`src/hw/bus_pkg.sv`:
```
`default_nettype none

package bus_pkg;

    localparam int ADDR_W = 32;
    localparam int DATA_W = 32;

    typedef enum logic {
        RD = 1'b0,
        WR = 1'b1
    } bus_op_t;

    // --------------------------------------------------
    // Register map
    // --------------------------------------------------
    localparam logic [ADDR_W-1:0] ADDR_STATUS     = 32'h7000_0040;
    // Reads of these two act as triggers
    localparam logic [ADDR_W-1:0] ADDR_TRIG_POWER = 32'h7000_0044;
    localparam logic [ADDR_W-1:0] ADDR_TRIG_RMA   = 32'h7000_0048;

endpackage

`default_nettype wire

```
`src/hw/lc_pkg.sv`:
```
`default_nettype none

package lc_pkg;

    // Multi-bit lifecycle signal, only two legal encodings
    typedef enum logic [3:0] {
        On  = 4'b1010,
        Off = 4'b0101
    } lc_tx_t;

    // Power sequencer states, also reported in the status register
    typedef enum logic [1:0] {
        WARMUP  = 2'd0,
        READY   = 2'd1,
        RESTART = 2'd2
    } pwr_seq_state_t;

    typedef struct packed {
        logic           valid;
        logic           error;
        logic [7:0]     state;
        logic [7:0]     count;
        lc_tx_t         secrets_valid;
        lc_tx_t         test_tokens_valid;
        lc_tx_t         rma_token_valid;
        logic [127:0]   test_unlock_token;
        logic [127:0]   test_exit_token;
        logic [127:0]   rma_token;
    } lc_otp_data_t;

    // Flash RMA handshake codes
    localparam logic [3:0] RMA_REQ_CODE = 4'h5;
    localparam logic [7:0] RMA_ACK_YES  = 8'h55;
    localparam logic [7:0] RMA_ACK_NO   = 8'hAA;

endpackage

`default_nettype wire

```
`src/hw/reg_bus_if.sv`:
```
`timescale 1ns/1ps
`default_nettype none

interface reg_bus_if
    import bus_pkg::*;
();

    // Request side, valid only while strb is high
    logic              strb;
    bus_op_t           op;
    logic [ADDR_W-1:0] addr;
    logic [DATA_W-1:0] wdata;

    // Response side, one cycle after a read strobe
    logic              rsp_valid;
    logic [DATA_W-1:0] rdata;

    modport arbiter (
        output strb, op, addr, wdata,
        input  rsp_valid, rdata
    );

    modport decoder (
        input  strb, op, addr, wdata,
        output rsp_valid, rdata
    );

endinterface

`default_nettype wire

```
`src/hw/bus_arbiter.sv`:
```
`timescale 1ns/1ps
`default_nettype none

module bus_arbiter
    import bus_pkg::*;
(
    input  wire logic              clk,
    input  wire logic              reset_n,
    input  wire logic              host_req_i,
    input  wire bus_op_t           host_op_i,
    input  wire logic [ADDR_W-1:0] host_addr_i,
    input  wire logic [DATA_W-1:0] host_wdata_i,
    output      logic              host_rsp_valid_o,
    output      logic [DATA_W-1:0] host_rdata_o,
    input  wire logic              dbg_req_i,
    input  wire bus_op_t           dbg_op_i,
    input  wire logic [ADDR_W-1:0] dbg_addr_i,
    input  wire logic [DATA_W-1:0] dbg_wdata_i,
    output      logic              dbg_rsp_valid_o,
    output      logic [DATA_W-1:0] dbg_rdata_o,
    reg_bus_if.arbiter             bus
);

    localparam int HOST = 0;
    localparam int DBG  = 1;

    logic [1:0]        req_in;
    logic [1:0]        cand;
    logic [1:0]        grant;
    logic [1:0]        pend_q;
    logic [1:0]        pend_set;
    bus_op_t           op_in [2];
    bus_op_t           cand_op [2];
    bus_op_t           pend_op_q [2];
    logic [ADDR_W-1:0] addr_in [2];
    logic [ADDR_W-1:0] cand_addr [2];
    logic [ADDR_W-1:0] pend_addr_q [2];
    logic [DATA_W-1:0] wdata_in [2];
    logic [DATA_W-1:0] cand_wdata [2];
    logic [DATA_W-1:0] pend_wdata_q [2];
    logic              sel;
    logic              favor_dbg_q;
    logic              owner_q;
    logic              rsp_owner_q;

    assign req_in         = {dbg_req_i, host_req_i};
    assign op_in[HOST]    = host_op_i;
    assign op_in[DBG]     = dbg_op_i;
    assign addr_in[HOST]  = host_addr_i;
    assign addr_in[DBG]   = dbg_addr_i;
    assign wdata_in[HOST] = host_wdata_i;
    assign wdata_in[DBG]  = dbg_wdata_i;

    // A parked request takes the place of the live one
    always_comb begin
        for (int p = 0; p < 2; p++) begin
            cand[p]       = pend_q[p] | req_in[p];
            cand_op[p]    = pend_q[p] ? pend_op_q[p] : op_in[p];
            cand_addr[p]  = pend_q[p] ? pend_addr_q[p] : addr_in[p];
            cand_wdata[p] = pend_q[p] ? pend_wdata_q[p] : wdata_in[p];
        end
    end

    // --------------------------------------------------
    // Round-robin grant
    // --------------------------------------------------
    always_comb begin
        if (&cand) begin
            grant = favor_dbg_q ? 2'b10 : 2'b01;
        end else begin
            grant = cand;
        end
        // Losing live requests get parked
        pend_set = cand & ~grant & ~pend_q;
    end

    assign sel = grant[DBG];

    always_ff @(posedge clk or negedge reset_n) begin
        if (!reset_n) begin
            bus.strb    <= 1'b0;
            pend_q      <= 2'b00;
            favor_dbg_q <= 1'b0;
            owner_q     <= 1'b0;
            rsp_owner_q <= 1'b0;
        end else begin
            bus.strb    <= |grant;
            pend_q      <= cand & ~grant;
            owner_q     <= sel;
            rsp_owner_q <= owner_q;
            if (&cand) begin
                favor_dbg_q <= ~favor_dbg_q;
            end
        end
    end

    always_ff @(posedge clk) begin
        if (|grant) begin
            bus.op    <= cand_op[sel];
            bus.addr  <= cand_addr[sel];
            bus.wdata <= cand_wdata[sel];
        end
        for (int p = 0; p < 2; p++) begin
            if (pend_set[p]) begin
                pend_op_q[p]    <= op_in[p];
                pend_addr_q[p]  <= addr_in[p];
                pend_wdata_q[p] <= wdata_in[p];
            end
        end
    end

    // Response goes back to whoever owned the read
    assign host_rsp_valid_o = bus.rsp_valid & ~rsp_owner_q;
    assign dbg_rsp_valid_o  = bus.rsp_valid & rsp_owner_q;
    assign host_rdata_o     = bus.rdata;
    assign dbg_rdata_o      = bus.rdata;

endmodule

`default_nettype wire

```
`src/hw/lc_env_top.sv`:
```
`timescale 1ns/1ps
`default_nettype none

module lc_env_top
    import bus_pkg::*;
    import lc_pkg::*;
#(
    parameter int           WARMUP_CYCLES = 500,
    parameter int           TRIG_DELAY    = 20,
    parameter logic [127:0] TEST_TOKEN    = 128'h0f1e_2d3c_4b5a_6978_8796_a5b4_c3d2_e1f0
) (
    input  wire logic              clk,
    input  wire logic              reset_n,
    // Host master
    input  wire logic              host_req_i,
    input  wire bus_op_t           host_op_i,
    input  wire logic [ADDR_W-1:0] host_addr_i,
    input  wire logic [DATA_W-1:0] host_wdata_i,
    output      logic              host_rsp_valid_o,
    output      logic [DATA_W-1:0] host_rdata_o,
    // Debug master
    input  wire logic              dbg_req_i,
    input  wire bus_op_t           dbg_op_i,
    input  wire logic [ADDR_W-1:0] dbg_addr_i,
    input  wire logic [DATA_W-1:0] dbg_wdata_i,
    output      logic              dbg_rsp_valid_o,
    output      logic [DATA_W-1:0] dbg_rdata_o,
    // Power and lifecycle
    input  wire logic              pwrgood_i,
    output      logic              lc_init_o,
    output      logic              ctrl_rst_n_o,
    output      logic              rma_strap_o,
    // OTP, flash, alerts and clock manager
    input  wire lc_otp_data_t      otp_data_i,
    output lc_otp_data_t           otp_data_o,
    input  wire logic [3:0]        flash_rma_req_i,
    output      logic [7:0]        flash_rma_ack_o,
    input  wire logic [2:0]        alerts_i,
    output      logic              esc_scrap0_o,
    output      logic              esc_scrap1_o,
    input  wire lc_tx_t            clk_byp_req_i,
    output lc_tx_t                 clk_byp_ack_o
);

    logic           trig_power;
    logic           seq_busy;
    logic           esc;
    pwr_seq_state_t seq_state;

    reg_bus_if bus_if_i ();

    bus_arbiter arb_i (
        .clk              (clk),
        .reset_n          (reset_n),
        .host_req_i       (host_req_i),
        .host_op_i        (host_op_i),
        .host_addr_i      (host_addr_i),
        .host_wdata_i     (host_wdata_i),
        .host_rsp_valid_o (host_rsp_valid_o),
        .host_rdata_o     (host_rdata_o),
        .dbg_req_i        (dbg_req_i),
        .dbg_op_i         (dbg_op_i),
        .dbg_addr_i       (dbg_addr_i),
        .dbg_wdata_i      (dbg_wdata_i),
        .dbg_rsp_valid_o  (dbg_rsp_valid_o),
        .dbg_rdata_o      (dbg_rdata_o),
        .bus              (bus_if_i.arbiter)
    );

    trigger_decoder dec_i (
        .clk          (clk),
        .reset_n      (reset_n),
        .bus          (bus_if_i.decoder),
        .seq_busy_i   (seq_busy),
        .lc_init_i    (lc_init_o),
        .seq_state_i  (seq_state),
        .esc_i        (esc),
        .trig_power_o (trig_power),
        .rma_strap_o  (rma_strap_o)
    );

    power_sequencer #(
        .WARMUP_CYCLES (WARMUP_CYCLES),
        .TRIG_DELAY    (TRIG_DELAY)
    ) seq_i (
        .clk          (clk),
        .reset_n      (reset_n),
        .pwrgood_i    (pwrgood_i),
        .trig_power_i (trig_power),
        .busy_o       (seq_busy),
        .lc_init_o    (lc_init_o),
        .ctrl_rst_n_o (ctrl_rst_n_o),
        .state_o      (seq_state)
    );

    lc_signal_shim #(
        .TEST_TOKEN (TEST_TOKEN)
    ) shim_i (
        .clk             (clk),
        .reset_n         (reset_n),
        .otp_data_i      (otp_data_i),
        .otp_data_o      (otp_data_o),
        .flash_rma_req_i (flash_rma_req_i),
        .flash_rma_ack_o (flash_rma_ack_o),
        .alerts_i        (alerts_i),
        .esc_scrap0_o    (esc_scrap0_o),
        .esc_scrap1_o    (esc_scrap1_o),
        .esc_o           (esc),
        .clk_byp_req_i   (clk_byp_req_i),
        .clk_byp_ack_o   (clk_byp_ack_o)
    );

endmodule

`default_nettype wire

```
`src/hw/lc_signal_shim.sv`:
```
`timescale 1ns/1ps
`default_nettype none

module lc_signal_shim
    import lc_pkg::*;
#(
    parameter logic [127:0] TEST_TOKEN = '0
) (
    input  wire logic         clk,
    input  wire logic         reset_n,
    input  wire lc_otp_data_t otp_data_i,
    output lc_otp_data_t      otp_data_o,
    input  wire logic [3:0]   flash_rma_req_i,
    output      logic [7:0]   flash_rma_ack_o,
    input  wire logic [2:0]   alerts_i,
    output      logic         esc_scrap0_o,
    output      logic         esc_scrap1_o,
    output      logic         esc_o,
    input  wire lc_tx_t       clk_byp_req_i,
    output lc_tx_t            clk_byp_ack_o
);

    logic esc;

    // OTP data with tokens forced valid
    always_comb begin
        otp_data_o                   = otp_data_i;
        otp_data_o.test_tokens_valid = On;
        otp_data_o.rma_token_valid   = On;
        otp_data_o.test_unlock_token = TEST_TOKEN;
        otp_data_o.test_exit_token   = TEST_TOKEN;
        otp_data_o.rma_token         = TEST_TOKEN;
    end

    assign flash_rma_ack_o = (flash_rma_req_i == RMA_REQ_CODE) ? RMA_ACK_YES : RMA_ACK_NO;

    // Any alert escalates
    assign esc          = |alerts_i;
    assign esc_scrap0_o = esc;
    assign esc_scrap1_o = esc;
    assign esc_o        = esc;

    // --------------------------------------------------
    // Clock bypass responder
    // --------------------------------------------------
    // Held request gives On, Off, On, ...
    always_ff @(posedge clk or negedge reset_n) begin
        if (!reset_n) begin
            clk_byp_ack_o <= Off;
        end else if (clk_byp_req_i == On && clk_byp_ack_o == Off) begin
            clk_byp_ack_o <= On;
        end else begin
            clk_byp_ack_o <= Off;
        end
    end

endmodule

`default_nettype wire

```
`src/hw/power_sequencer.sv`:
```
`timescale 1ns/1ps
`default_nettype none

module power_sequencer
    import lc_pkg::*;
#(
    parameter int WARMUP_CYCLES = 500,
    parameter int TRIG_DELAY    = 20
) (
    input  wire logic     clk,
    input  wire logic     reset_n,
    input  wire logic     pwrgood_i,
    input  wire logic     trig_power_i,
    output      logic     busy_o,
    output      logic     lc_init_o,
    output      logic     ctrl_rst_n_o,
    output pwr_seq_state_t state_o
);

    localparam int CNT_W = $clog2(WARMUP_CYCLES + 1);

    logic [TRIG_DELAY-1:0] dly_q;
    logic [CNT_W-1:0]      cnt_q;
    logic                  cnt_done;
    logic                  trig_late;
    pwr_seq_state_t        state_q;

    assign trig_late = dly_q[TRIG_DELAY-1];
    assign cnt_done  = (cnt_q == CNT_W'(WARMUP_CYCLES - 1));

    // --------------------------------------------------
    // Trigger delay line and init/reset FSM
    // --------------------------------------------------
    always_ff @(posedge clk or negedge reset_n) begin
        if (!reset_n) begin
            dly_q        <= '0;
            cnt_q        <= '0;
            state_q      <= WARMUP;
            ctrl_rst_n_o <= 1'b1;
        end else if (pwrgood_i) begin
            dly_q <= {dly_q[TRIG_DELAY-2:0], trig_power_i};
            case (state_q)
                WARMUP, RESTART: begin
                    // The restart cycle is the first cycle of the count
                    if (cnt_done) begin
                        state_q      <= READY;
                        ctrl_rst_n_o <= 1'b1;
                    end else begin
                        cnt_q   <= cnt_q + 1'b1;
                        state_q <= WARMUP;
                    end
                end
                READY: begin
                    if (trig_late) begin
                        state_q      <= RESTART;
                        cnt_q        <= '0;
                        ctrl_rst_n_o <= 1'b0;
                    end
                end
                default: begin
                    state_q <= WARMUP;
                    cnt_q   <= '0;
                end
            endcase
        end
    end

    assign lc_init_o = (state_q == READY);
    assign state_o   = state_q;

    // Pulse in flight counts as busy
    assign busy_o = (|dly_q) || (state_q != READY);

endmodule

`default_nettype wire

```
`src/hw/trigger_decoder.sv`:
```
`timescale 1ns/1ps
`default_nettype none

module trigger_decoder
    import bus_pkg::*;
    import lc_pkg::*;
(
    input  wire logic           clk,
    input  wire logic           reset_n,
    reg_bus_if.decoder          bus,
    input  wire logic           seq_busy_i,
    input  wire logic           lc_init_i,
    input  wire pwr_seq_state_t seq_state_i,
    input  wire logic           esc_i,
    output      logic           trig_power_o,
    output      logic           rma_strap_o
);

    logic              rd_strb;
    logic              hit_power;
    logic              hit_rma;
    logic [DATA_W-1:0] rd_value;

    // Writes land here too but change nothing
    assign rd_strb   = bus.strb && (bus.op == RD);
    assign hit_power = rd_strb && (bus.addr == ADDR_TRIG_POWER);
    assign hit_rma   = rd_strb && (bus.addr == ADDR_TRIG_RMA);

    always_comb begin
        rd_value = '0;
        if (bus.addr == ADDR_STATUS) begin
            rd_value[0]   = rma_strap_o;
            rd_value[1]   = lc_init_i;
            rd_value[2]   = esc_i;
            rd_value[5:4] = seq_state_i;
        end
    end

    always_ff @(posedge clk or negedge reset_n) begin
        if (!reset_n) begin
            bus.rsp_valid <= 1'b0;
            trig_power_o  <= 1'b0;
            rma_strap_o   <= 1'b0;
        end else begin
            bus.rsp_valid <= rd_strb;
            // Drop the trigger while a restart is already on its way
            trig_power_o  <= hit_power && !seq_busy_i && !trig_power_o;
            if (hit_rma) begin
                rma_strap_o <= ~rma_strap_o;
            end
        end
    end

    always_ff @(posedge clk) begin
        if (rd_strb) begin
            bus.rdata <= rd_value;
        end
    end

endmodule

`default_nettype wire

```
`config.mk`:
```
export PLATFORM = sky130hd
export DESIGN_NAME = lc_env_top
export DESIGN_NICKNAME = d
export VERILOG_FILES = /design/src/hw/bus_pkg.sv /design/src/hw/lc_pkg.sv /design/src/hw/reg_bus_if.sv /design/src/hw/bus_arbiter.sv /design/src/hw/lc_env_top.sv /design/src/hw/lc_signal_shim.sv /design/src/hw/power_sequencer.sv /design/src/hw/trigger_decoder.sv
export SDC_FILE = /design/constraint.sdc
export NUM_CORES = 1
export LEC_CHECK = 0
export ABC_AREA = 1
export BUFFER_PORTS_ARGS = -buffer_cell sky130_fd_sc_hd__buf_2
export CELL_PAD_IN_SITES_DETAIL_PLACEMENT = 2
export CELL_PAD_IN_SITES_GLOBAL_PLACEMENT = 2
export CORE_AREA = 2 2 417 419
export DETAILED_ROUTE_END_ITERATION = 8
export DIE_AREA = 0 0 419 421
export MAX_ROUTING_LAYER = met4
export PLACE_DENSITY_LB_ADDON = 0.15
export SLEW_MARGIN = 15
export SYNTH_ARGS = -nofsm -noshare
export SYNTH_HDL_FRONTEND = slang
export SYNTH_SLANG_ARGS = --single-unit
export TNS_END_PERCENT = 30
```
`constraint.sdc`:
```
create_clock -name clk -period 5.2 [get_ports clk]
set_clock_uncertainty 0.2 [all_clocks]
set_input_delay 0.26 -clock clk [delete_from_list [all_inputs] [get_ports clk]]
set_output_delay 0.26 -clock clk [all_outputs]
set_load 0.005 [all_outputs]
```
==> impl_metrics.csv <==
group,metric,value,unit
run_status,status,"finished clean",
run,maxCapViolations,0,
timing,hold_slack,0.0662,ns
timing,hold_violations,0,
layout,most-common-layout-cells,"conb_1 (446), nand2_1 (201), buf_2 (110)",
timing,maxSlewViolCount,0,
timing,worst_slew_pin_slew,0.819,ns
layout,postLayoutCoreUtil,0.0740,
clock_tree,cts.htree.levels,4,
worst_hold_path,hold_end,"arb_i.pend_q[1]",
global_routing,antenna_found_initial,3,
logic_synthesis,synth_cell_types,32,
drt,viasPerCell,1.72,
logic_synthesis,synth_xor_area_frac,0.00437,
logic_synthesis,synthCells,1105,
critical_path,cp_max_fo,23,
logic_synthesis,synthTopCellsByArea,"buf_4 (36%), edfxtp_1 (31%), dfrtp_1 (10%), nand2_1 (7.6%), mux2i_1 (3.3%)",
power,p_leak,5.15,nW
drt,via_count,6174,
layout,multi_input_comb_area,0.00354,sq mm
layout,syn_to_final_growth,27.3,%
critical_path,r2r_setup_slack,2.27,ns
layout,final_common_cell,"conb_1",
power,ir_worst_vdd,0.000243,V
placement,pre_cts_slack,2.07,ns
layout,final_nets,1816,
worst_hold_path,hp-start,"host_req_i",
logic_synthesis,synth_area_per_cell,9.08,sq um
timing,setup_ws,2.27,ns
timing,finalCritPeriodShare,0.563,
critical_path,cp.required,5.20,ns
die,dieHeight,421,microns
layout,seq_area,0.00420,sq mm
die,die-area,0.176,sq mm
clock_tree,clock-sinks,147,
die,rows,153,
critical_path,r2r_cells,6,
logic_synthesis,synth-simple-area-share,0.115,
die,coreArea,0.172,sq mm
timing,fin_setup_tns,0,ns
global_routing,grt_start_max_net_pins,44,
global_routing,grt_overflow,0,
layout,stdcell_area,0.0128,sq mm
critical_path,reg2reg_to,"arb_i.pend_addr_q[0][58]",
timing,slew_headroom,0.452,
power,p_total,3.97,mW
critical_path,start_kind,"register",
worst_hold_path,holdPathStages,5,
critical_path,startpoint,"arb_i.pend_q[1]",
global_routing,grt_usage,0.0415,
die,initial_core_util,0.0582,
placement,port_buffers,110,
drt,routed_wl,35.5,mm
die,die_x,419,microns
critical_path,timing.rr.start,"arb_i.pend_q[1]",
logic_synthesis,synth_top_family_by_area,"buffers and inverters",
critical_path,arrival,2.93,ns
drt,antenna_left,0,
global_routing,grt_pass1_wl,48.8,mm
critical_path,worstSetupEndpointType,"register",
placement,placed_cells,3489,
clock_tree,insertion_delay,0.51,ns
drt,firstDrtPassIters,4,
logic_synthesis,synth-compound-area-share,0.0321,
critical_path,path_class,"reg2reg",
layout,nFillCells,20500,
placement,placed_area,0.0115,sq mm
placement,hpwl,27.7,mm
logic_synthesis,synth_mux_area_frac,0.0329,
drt,wl_per_cell,9.87,microns
logic_synthesis,synth_adder_area_share,0.00125,
drt,drt_iter0_markers,164,
timing,min_period,2.93,ns
global_routing,grt_pass1_vias,6335,
clock_tree,numCtsBuffers,17,
die,ios,1057,
logic_synthesis,synth_top_area_cell,"buf_4",
worst_hold_path,worstHoldPathType,"in2reg",
timing,max_freq,0.341,GHz
clock_tree,cts_buffer_depth,2,
power,p_per_area,311,mW/mm^2
layout,fin_cells,3595,
clock_tree,path_clk_slew,0.08,ns
timing,rsz0062_at_grt,"false",
clock_tree,cts.repair.resized,0,
logic_synthesis,yosysWarnings,0,
timing,finalSetupViolCount,0,
logic_synthesis,ys_ff_latch,147,
clock_tree,clock-root-buffer,"clkbuf_16",
logic_synthesis,synth_area,0.0100,sq mm
logic_synthesis,synth.top_cell.area_share,0.361,
drt,drc,0,
placement,gp_congestion,0.612,
clock_tree,cts_tree,"done",
logic_synthesis,ys_seq_area_frac,0.419,
layout,drive_above_1_share,0.132,
flip-flops by register name, summed over array words and instances, names as in the netlist, 2 cells and up:
| register | cells |
|---|---|
| arb_i.bus.addr | 32 |
| seq_i.state_o | 2 |
| seq_i.dly_q | 20 |
| arb_i.pend_op_q | 2 |
| arb_i.pend_addr_q | 64 |
| arb_i.pend_q | 2 |
| shim_i.clk_byp_ack_o | 2 |
| dec_i.bus.rdata | 5 |
| seq_i.cnt_q | 9 |
worst max-delay path, stage by stage, from the launching register on:
cell,delay (ns)
dfrtp_2,0.76
nor2_1,0.16
nor2_2,0.15
nand2_2,0.10
or2_2,0.29
inv_2,0.58
buf_4,0.36
synth_stat cells (all sizes together):
cell type and number:
dfrtp 41, nand3b 2, clkbuf 12, nor3 8, xor2 3, and3 2
edfxtp 104, clkinv 1, nand3 10, dfstp 2, or2 1, nor2 62
xnor2 2, nand4 2, buf 493, inv 56, ha 1, mux2i 33
o21ai 55, nand2 204, conb 2, nor3b 1, o21a 1, a21oi 7
logic make-up (layout without fill, tap and decap cells):
| logic type | after synthesis | in the layout |
|---|---|---|
| AND/OR/NAND/NOR | 292 | 292 |
| adder cells (fa/ha/maj) | 1 | 1 |
| buffers and inverters | 562 | 281 |
| AO/OA/AOI/OAI | 63 | 63 |
| XOR/XNOR | 5 | 5 |
| other | 2 | 448 |
| flip-flops | 147 | 147 |
| multiplexers | 33 | 33 |
worst max path at each step:
stage / end / slack [ns] / cells past startpoint
finish: arb_i.pend_addr_q[0][58] / 2.27 / 6
global route: arb_i.pend_addr_q[0][58] / 1.96 / 6
CTS: arb_i.pend_addr_q[0][58] / 2.04 / 6
detailed placement: arb_i.pend_addr_q[0][58] / 2.07 / 6
global placement: arb_i.pend_addr_q[0][58] / 2.07 / 6
floorplan: arb_i.pend_addr_q[0][32] / 2.95 / 4
report_power, final:
group | total [mW] | switching [mW] | internal (mW)
Combinational | 0.982 | 0.696 | 0.286
Sequential | 1.72 | 0.126 | 1.59
Clock | 1.27 | 0.651 | 0.621
routing by layer:
layer / GRT usage / wire length, microns
met5: - / 0
met4: 0.0155 / 648
met3: 0.0239 / 4680
met2: 0.0728 / 18600
met1: 0.0364 / 11500
cell type report:
type	instances	share of cell area
Tap cell	2325	0.228
Sequential cell	147	0.329
Inverter	57	0.0168
Clock inverter	15	0.00960
Antenna cell	2	0.000392
Timing Repair Buffer	192	0.105
Multi-Input combinational cell	840	0.278
Clock buffer	17	0.0333
timing repair:
item / 4_1_cts / 5_1_grt
buffers inserted: 0 / 0
hold endpoints to repair: 141 / 0
hold buffers: 72 / 0
Note: power is estimated with default switching activity, not from simulation.
